--- config.mk ---
export PLATFORM = sky130hd
export DESIGN_NAME = virtual_fabric
export DESIGN_NICKNAME = d
export VERILOG_FILES = /design/src/fabric_pkg.sv /design/src/config_port.sv /design/src/dsp_slice.sv /design/src/pe.sv /design/src/virtual_fabric.sv
export SDC_FILE = /design/constraint.sdc
export NUM_CORES = 2
export LEC_CHECK = 0
export BUFFER_PORTS_ARGS = -buffer_cell sky130_fd_sc_hd__buf_4
export CORE_UTILIZATION = 33
export CTS_CLUSTER_SIZE = 40
export DETAILED_ROUTE_END_ITERATION = 7
export PLACE_DENSITY = 0.53
export SLEW_MARGIN = 40
export SYNTH_ARGS = -nofsm -noshare
export SYNTH_HDL_FRONTEND = slang
export SYNTH_SLANG_ARGS = --single-unit
--- constraint.sdc ---
create_clock -name clk -period 8.22 [get_ports clk]
set_input_delay 2.055 -clock clk [delete_from_list [all_inputs] [get_ports clk]]
set_output_delay 2.055 -clock clk [all_outputs]
set_load 0.01 [all_outputs]
--- src/fabric_pkg.sv ---
package fabric_pkg;

  localparam int WORD_W   = 16;
  localparam int PE_IDX_W = 4;  // up to 16 elements

  // one word per lane, d on top
  typedef struct packed {
    logic [WORD_W-1:0] d;
    logic [WORD_W-1:0] p;
    logic [WORD_W-1:0] b;
  } lane_bundle_t;

  typedef enum logic [2:0] {
    OP_PASS = 3'd0,  // p
    OP_MUL  = 3'd1,  // d * b
    OP_MAC  = 3'd2,  // d * b + p
    OP_MSUB = 3'd3,  // p - d * b
    OP_ADD  = 3'd4   // d + p
  } pe_op_e;

  typedef enum logic [1:0] {
    SRC_UP_D = 2'd0,
    SRC_UP_P = 2'd1,
    SRC_UP_B = 2'd2,
    SRC_IMM  = 2'd3
  } route_src_e;

  typedef struct packed {
    pe_op_e            op;
    route_src_e        src_d;
    route_src_e        src_p;
    route_src_e        src_b;
    logic [WORD_W-1:0] d_im;
    logic [WORD_W-1:0] p_im;
    logic [WORD_W-1:0] b_im;
  } pe_cfg_t;

  typedef enum logic [1:0] {
    FIELD_CTRL = 2'd0,  // op [2:0], src_d [4:3], src_p [6:5], src_b [8:7]
    FIELD_D_IM = 2'd1,
    FIELD_P_IM = 2'd2,
    FIELD_B_IM = 2'd3
  } cfg_field_e;

  typedef struct packed {
    logic [PE_IDX_W-1:0] pe_idx;
    cfg_field_e          field;
    logic [WORD_W-1:0]   data;
  } cfg_write_t;

  // straight pass-through of the upstream bundle
  localparam pe_cfg_t PE_CFG_DEFAULT = '{
    op: OP_PASS, src_d: SRC_UP_D, src_p: SRC_UP_P, src_b: SRC_UP_B,
    d_im: '0, p_im: '0, b_im: '0
  };

endpackage

--- src/config_port.sv ---
`timescale 1ns/1ps

module config_port
  import fabric_pkg::*;
#(
  parameter int NUM_PE = 3
) (
  input  logic                   clk,
  input  logic                   rst,
  input  logic                   cfg_req,
  input  cfg_write_t             cfg_wr,
  output logic                   cfg_ack,
  output pe_cfg_t [NUM_PE-1:0]   cfg_array
);

  typedef enum logic {
    CFG_IDLE,
    CFG_ACK
  } cfg_state_e;

  cfg_state_e state;

  // merge one write into an element's current configuration
  function automatic pe_cfg_t apply_write(pe_cfg_t cur, cfg_write_t wr);
    pe_cfg_t nxt;
    nxt = cur;
    case (wr.field)
      FIELD_CTRL:
      begin
        nxt.op    = pe_op_e'(wr.data[2:0]);
        nxt.src_d = route_src_e'(wr.data[4:3]);
        nxt.src_p = route_src_e'(wr.data[6:5]);
        nxt.src_b = route_src_e'(wr.data[8:7]);
      end
      FIELD_D_IM: nxt.d_im = wr.data;
      FIELD_P_IM: nxt.p_im = wr.data;
      FIELD_B_IM: nxt.b_im = wr.data;
      default:    nxt = cur;
    endcase
    return nxt;
  endfunction

  ////////////////////////////////////////////////////////////////////////////
  // four-phase slave

  always_ff @(posedge clk)
  begin
    if (rst)
    begin
      state <= CFG_IDLE;
      for (int i = 0; i < NUM_PE; i++)
        cfg_array[i] <= PE_CFG_DEFAULT;
    end
    else
    begin
      case (state)
        CFG_IDLE:
          if (cfg_req)
          begin
            state <= CFG_ACK;
            // an index past the chain matches nothing but is still acked
            for (int i = 0; i < NUM_PE; i++)
              if (cfg_wr.pe_idx == i)
                cfg_array[i] <= apply_write(cfg_array[i], cfg_wr);
          end
        CFG_ACK:
          if (!cfg_req)
            state <= CFG_IDLE;
        default: state <= CFG_IDLE;
      endcase
    end
  end

  assign cfg_ack = (state == CFG_ACK);

  // host keeps req up until it has seen ack
  assert property (@(posedge clk) disable iff (rst)
    cfg_req && !cfg_ack |=> cfg_req);

  assert property (@(posedge clk) disable iff (rst)
    cfg_req ##1 cfg_req |-> $stable(cfg_wr));

endmodule

--- src/dsp_slice.sv ---
`timescale 1ns/1ps

module dsp_slice
  import fabric_pkg::*;
(
  input  logic              clk,
  input  logic              rst,
  input  logic              en,
  input  pe_op_e            op,
  input  logic [WORD_W-1:0] d,
  input  logic [WORD_W-1:0] p,
  input  logic [WORD_W-1:0] b,
  output logic [WORD_W-1:0] result
);

  pe_op_e            op_q;  // travels with its operands
  logic [WORD_W-1:0] d_q;
  logic [WORD_W-1:0] p_q;
  logic [WORD_W-1:0] b_q;
  logic [WORD_W-1:0] res;

  // stage 1: operand registers
  always_ff @(posedge clk)
  begin
    if (rst)
    begin
      op_q <= OP_PASS;
      d_q  <= '0;
      p_q  <= '0;
      b_q  <= '0;
    end
    else if (en)
    begin
      op_q <= op;
      d_q  <= d;
      p_q  <= p;
      b_q  <= b;
    end
  end

  // all results wrap to the lane width
  always_comb
  begin
    case (op_q)
      OP_PASS: res = p_q;
      OP_MUL:  res = d_q * b_q;
      OP_MAC:  res = d_q * b_q + p_q;
      OP_MSUB: res = p_q - d_q * b_q;
      OP_ADD:  res = d_q + p_q;
      default: res = '0;
    endcase
  end

  // stage 2: result register
  always_ff @(posedge clk)
  begin
    if (rst)
      result <= '0;
    else if (en)
      result <= res;
  end

  assert property (@(posedge clk) disable iff (rst)
    op_q inside {OP_PASS, OP_MUL, OP_MAC, OP_MSUB, OP_ADD});

endmodule

--- src/pe.sv ---
`timescale 1ns/1ps

module pe
  import fabric_pkg::*;
(
  input  logic         clk,
  input  logic         rst,
  input  logic         en,
  input  pe_cfg_t      cfg,
  input  lane_bundle_t up,
  output lane_bundle_t out
);

  logic [WORD_W-1:0] d_sel;
  logic [WORD_W-1:0] p_sel;
  logic [WORD_W-1:0] b_sel;
  logic [WORD_W-1:0] d_q1;
  logic [WORD_W-1:0] d_q2;
  logic [WORD_W-1:0] b_q1;
  logic [WORD_W-1:0] b_q2;
  logic [WORD_W-1:0] slice_res;

  // operand routing from the upstream lanes or the immediates
  function automatic logic [WORD_W-1:0] pick(route_src_e src, lane_bundle_t lanes,
                                             logic [WORD_W-1:0] imm);
    case (src)
      SRC_UP_D: return lanes.d;
      SRC_UP_P: return lanes.p;
      SRC_UP_B: return lanes.b;
      default:  return imm;
    endcase
  endfunction

  assign d_sel = pick(cfg.src_d, up, cfg.d_im);
  assign p_sel = pick(cfg.src_p, up, cfg.p_im);
  assign b_sel = pick(cfg.src_b, up, cfg.b_im);

  dsp_slice u_dsp (
    .clk    (clk),
    .rst    (rst),
    .en     (en),
    .op     (cfg.op),
    .d      (d_sel),
    .p      (p_sel),
    .b      (b_sel),
    .result (slice_res)
  );

  ////////////////////////////////////////////////////////////////////////////
  // d and b follow the slice's two stages

  always_ff @(posedge clk)
  begin
    if (rst)
    begin
      d_q1 <= '0;
      d_q2 <= '0;
      b_q1 <= '0;
      b_q2 <= '0;
    end
    else if (en)
    begin
      d_q1 <= d_sel;
      d_q2 <= d_q1;
      b_q1 <= b_sel;
      b_q2 <= b_q1;
    end
  end

  assign out = '{d: d_q2, p: slice_res, b: b_q2};

endmodule

--- src/virtual_fabric.sv ---
`timescale 1ns/1ps

module virtual_fabric
  import fabric_pkg::*;
#(
  parameter int NUM_PE = 3
) (
  input  logic                  clk,
  input  logic                  rst,
  input  logic                  en,
  input  logic [2*WORD_W-1:0]   data_in,   // {p, b}
  output logic [2*WORD_W-1:0]   data_out,  // {p, b}
  input  logic                  cfg_req,
  input  cfg_write_t            cfg_wr,
  output logic                  cfg_ack
);

  pe_cfg_t [NUM_PE-1:0] cfg_array;
  lane_bundle_t         chain [NUM_PE+1];  // chain[i] feeds element i

  config_port #(
    .NUM_PE (NUM_PE)
  ) u_cfg (
    .clk       (clk),
    .rst       (rst),
    .cfg_req   (cfg_req),
    .cfg_wr    (cfg_wr),
    .cfg_ack   (cfg_ack),
    .cfg_array (cfg_array)
  );

  // stream input has no d lane
  assign chain[0] = '{d: '0, p: data_in[2*WORD_W-1:WORD_W], b: data_in[WORD_W-1:0]};

  ////////////////////////////////////////////////////////////////////////////
  // linear chain of elements

  for (genvar i = 0; i < NUM_PE; i++)
  begin : g_pe
    pe u_pe (
      .clk (clk),
      .rst (rst),
      .en  (en),
      .cfg (cfg_array[i]),
      .up  (chain[i]),
      .out (chain[i+1])
    );
  end

  assign data_out = {chain[NUM_PE].p, chain[NUM_PE].b};

endmodule
==> impl_summary.log <==
INFO  metric status = completed
INFO  metric max_cap_violations = 0
INFO  metric globalplace.congestion = 0.888
INFO  metric mostFrequentLayoutCells = sky130_fd_sc_hd__nor2_1 (499), sky130_fd_sc_hd__dfxtp_1 (445), sky130_fd_sc_hd__nand2_1 (382)
INFO  metric power.clock.fraction = 44.5%
INFO  metric internal_power = 3.91 mW
INFO  metric worstMarginPinSlew = 898 ps
INFO  metric buffers_on_ports = 90
INFO  metric most_area_consuming_cells_after_synthesis = sky130_fd_sc_hd__dfxtp_1 (25%), sky130_fd_sc_hd__fa_1 (14%), sky130_fd_sc_hd__mux2i_1 (9.2%)
INFO  metric post-synth-top-area-cell = sky130_fd_sc_hd__dfxtp_1
INFO  metric clock.fmax = 128 MHz
INFO  metric power.share.sequential = 42.5%
INFO  metric synth-seq-cells = 453
INFO  metric reg2regPathDepth = 27
INFO  metric synth_top_flop_cell = sky130_fd_sc_hd__dfxtp_1
INFO  metric crit_fanout = 14
INFO  metric die_area = 111000 sq um
INFO  metric chipHeight = 332 microns
INFO  metric antenna_left = 0
INFO  metric sink_count = 453
INFO  metric fin_tns_setup = 0 ps
INFO  metric cp_slowest_cell = sky130_fd_sc_hd__fa_1
INFO  metric global_route_wire_length_before_repair = 177000 microns
INFO  metric ys_seq_area_share = 25.2%
INFO  metric drt_wl_total = 116000 microns
INFO  metric timing.hold.worst.start = u_cfg.cfg_array[92]$_SDFFE_PP0P_
INFO  metric insertion_delay = 640 ps
INFO  metric aggregate_global_route_resource_usage = 20.8%
INFO  metric ys_types = 80
INFO  metric r2r-end = g_pe[1].u_pe.u_dsp.result[15]$_SDFFE_PP0P_
INFO  metric htreeDepth = 2
INFO  metric comb_power_share = 12.9%
INFO  metric die_w = 332 microns
INFO  metric initialDrtViolationCount = 1929
INFO  metric route.detailed.vias_per_inst = 5.21
INFO  metric post_cts_resize_count = 0
INFO  metric grt_antenna_before_repair = 3
INFO  metric setup_violations = 0
INFO  metric synth.yosys.warnings = 0
INFO  metric globalRoute.totalOverflow = 0
INFO  metric holdCritPathClass = flip-flop to flip-flop
INFO  metric layout-drive-gt1-share = 11.3%
INFO  metric worst_ep_arrival_time = 8280 ps
INFO  metric criticalPathCategory = flip-flop to flip-flop
INFO  metric critPathMaxStageDelay = 590 ps
INFO  metric largest_net_degree_at_the_start_of_global_routing = 161
INFO  metric post-route-util = 36.9%
INFO  metric core-area = 108000 sq um
INFO  metric worst-endpoint-required = 8710 ps
INFO  metric worstHoldEndpoint = u_cfg.cfg_array[92]$_SDFFE_PP0P_
INFO  metric power.total = 5.42 mW
INFO  metric postSynth.asyncResetShare = 0%
INFO  metric detailedPlace.worstSlack = 541 ps
INFO  metric drtPass1Iterations = 6
INFO  metric timing.final.crit_period = 7790 ps
INFO  metric reg2reg_from = g_pe[1].u_pe.b_q1[1]$_SDFFE_PP0P_
INFO  metric vdd_drop_max = 0.151 mV
INFO  metric ioPinCount = 91
INFO  metric tritoncts.num_buffers = 50
INFO  metric buffers_inserted_during_post_cts_setup_optimization = 0
INFO  metric area.growth.synth_to_final = 10.2%
INFO  metric r2r_slack = 430 ps
INFO  metric initial_core_util = 33.5%
INFO  metric postLayoutCellArea = 39700 sq um
INFO  metric finalMaxSlewViolations = 0
INFO  metric post_drt_wl_per_cell = 21.3 microns
INFO  metric rows = 120
INFO  metric final.setup.worst_slack = 428 ps
INFO  metric cp-end-kind = flip-flop
INFO  metric finalNonFillerCells = 5417
INFO  metric switchingPower = 1.51 mW
INFO  metric hold_slack = 455 ps
INFO  metric worst_slew_margin = 40.2%
INFO  metric clockRootBuffer = sky130_fd_sc_hd__clkbuf_16
INFO  metric path_common_cell = sky130_fd_sc_hd__fa_1
INFO  metric final_worst_clock_skew = 49.8 ps
INFO  metric finalCritPeriodShare = 94.8%
INFO  metric placement.cell_area = 37900 sq um
INFO  metric critPathBufInv = 4
INFO  metric syn_area = 36000 sq um
INFO  metric syn-mean-instance-area = 8.89 sq um
INFO  metric layout.cells.most_common = sky130_fd_sc_hd__nor2_1
INFO  metric drt_drc = 0
INFO  metric synth_nets = 4549
INFO  metric clkTransAtPathRegs = 60 ps
INFO  metric finalHoldViolations = 0
INFO  metric vias = 28200
INFO  metric dp_hpwl = 86200 microns
INFO  metric placed_cells = 5320
INFO  metric p_leak = 17.3 nW
INFO  metric rsz0062_at_grt = no
INFO  metric setup.worst_path.start_class = flip-flop
INFO  metric nNetsFinal = 4466
INFO  metric synth-edff-count = 0
INFO  metric synthCells = 4053
INFO  metric synth_largest_type_area_fraction = 25.2%
INFO  metric cell_class_contributing_the_biggest_share_of_worst_path_delay = adder cells
INFO  metric cts_hold_buffers = 0
INFO  metric grt_pass1_vias = 27700
INFO  metric cts.path.max_buffers = 3
INFO  metric power_switching_share = 27.8%
INFO  metric worstHoldPathCells = 2
INFO  metric tritoncts = yes
INFO  metric power-per-cell-area = 137 nW/um^2
[final cells by class]
type | instances | area, sq um
fill | 11100 | 67900
multi-input combinational | 2920 | 24300
sequential | 453 | 9080
tap | 1403 | 1760
clock buffer | 68 | 1440
inverter | 371 | 1390
timing repair buffer | 174 | 1380
clock inverter | 24 | 317
antenna | 4 | 10.0
[tightest hold or removal path, stage by stage (launching register included)]
cell                      delay, ps
sky130_fd_sc_hd__dfxtp_1        310
sky130_fd_sc_hd__nand2_1         50
sky130_fd_sc_hd__a21oi_1         50
[how the worst max path moves through the flow]
| stage | start | endpoint | slack (ps) | cells after the start |
|---|---|---|---|---|
| floorplan | g_pe[1].u_pe.b_q1[1]$_SDFFE_PP0P_ | g_pe[1].u_pe.u_dsp.result[15]$_SDFFE_PP0P_ | 1200 | 29 |
| global placement | g_pe[1].u_pe.b_q1[1]$_SDFFE_PP0P_ | g_pe[1].u_pe.u_dsp.result[15]$_SDFFE_PP0P_ | 540 | 27 |
| detailed placement | g_pe[1].u_pe.b_q1[1]$_SDFFE_PP0P_ | g_pe[1].u_pe.u_dsp.result[15]$_SDFFE_PP0P_ | 540 | 27 |
| CTS | g_pe[1].u_pe.b_q1[1]$_SDFFE_PP0P_ | g_pe[1].u_pe.u_dsp.result[15]$_SDFFE_PP0P_ | 500 | 27 |
| global route | g_pe[2].u_pe.u_dsp.b_q[4]$_SDFFE_PP0P_ | g_pe[2].u_pe.u_dsp.result[15]$_SDFFE_PP0P_ | 50 | 29 |
| finish | g_pe[1].u_pe.b_q1[1]$_SDFFE_PP0P_ | g_pe[1].u_pe.u_dsp.result[15]$_SDFFE_PP0P_ | 430 | 27 |
[synth_stat cells, types with 96 or more instances]
master                     instances
sky130_fd_sc_hd__mux2i_1         332
sky130_fd_sc_hd__and2_1          249
sky130_fd_sc_hd__dfxtp_1         453
sky130_fd_sc_hd__nor2_1          501
sky130_fd_sc_hd__nand2_1         386
sky130_fd_sc_hd__inv_1           371
sky130_fd_sc_hd__clkbuf_1        246
sky130_fd_sc_hd__ha_1            195
sky130_fd_sc_hd__a21oi_1         138
sky130_fd_sc_hd__xnor2_1         117
sky130_fd_sc_hd__mux4_2           96
sky130_fd_sc_hd__fa_1            243
[kinds of logic (layout without fill, tap and decap cells)]
kind of cell               Yosys count  in the layout  synth area share (%)
AOI/OAI and AO/OA                  478            478                  8.84
xor gates and xnor gates           175            175                  4.33
adders and majority gates          438            438                  20.3
buffers and inverters              680            637                  7.42
DFF                                453            453                  25.2
muxes                              481            481                  16.9
other                                0              4                     0
and+or+nand+nor                   1348           1348                  17.1
[registers in the layout (all words and copies together), names as in the netlist]
register / count
g_pe.u_pe.u_dsp.result: 48
g_pe.u_pe.u_dsp.op_q: 9
g_pe.u_pe.b_q1: 16
g_pe.u_pe.u_dsp.b_q: 32
g_pe.u_pe.b_q2: 48
g_pe.u_pe.u_dsp.d_q: 32
g_pe.u_pe.u_dsp.p_q: 48
u_cfg.cfg_ack: 1
u_cfg.cfg_array: 171
g_pe.u_pe.d_q2: 32
g_pe.u_pe.d_q1: 16
[power groups by stage]
stage	clock, mW	sequential (mW)	combinational (mW)
finish	2.41	2.31	0.701
global route	2.55	2.31	0.768
CTS	2.46	2.31	0.699
detailed placement	0	2.35	0.695
global placement	0	2.35	0.688
floorplan	0	2.30	0.508
[per-layer routing]
metal  global-route usage [%]  up-vias  part of all wire (%)
met3                     2.03      134                   4.4
met2                     34.4      686                    47
met4                     6.37        0                   3.0
li1                         -    13300                     -
met5                        0        -                     0
met1                     28.3    14100                    45
(Power assumes the default switching activity.)
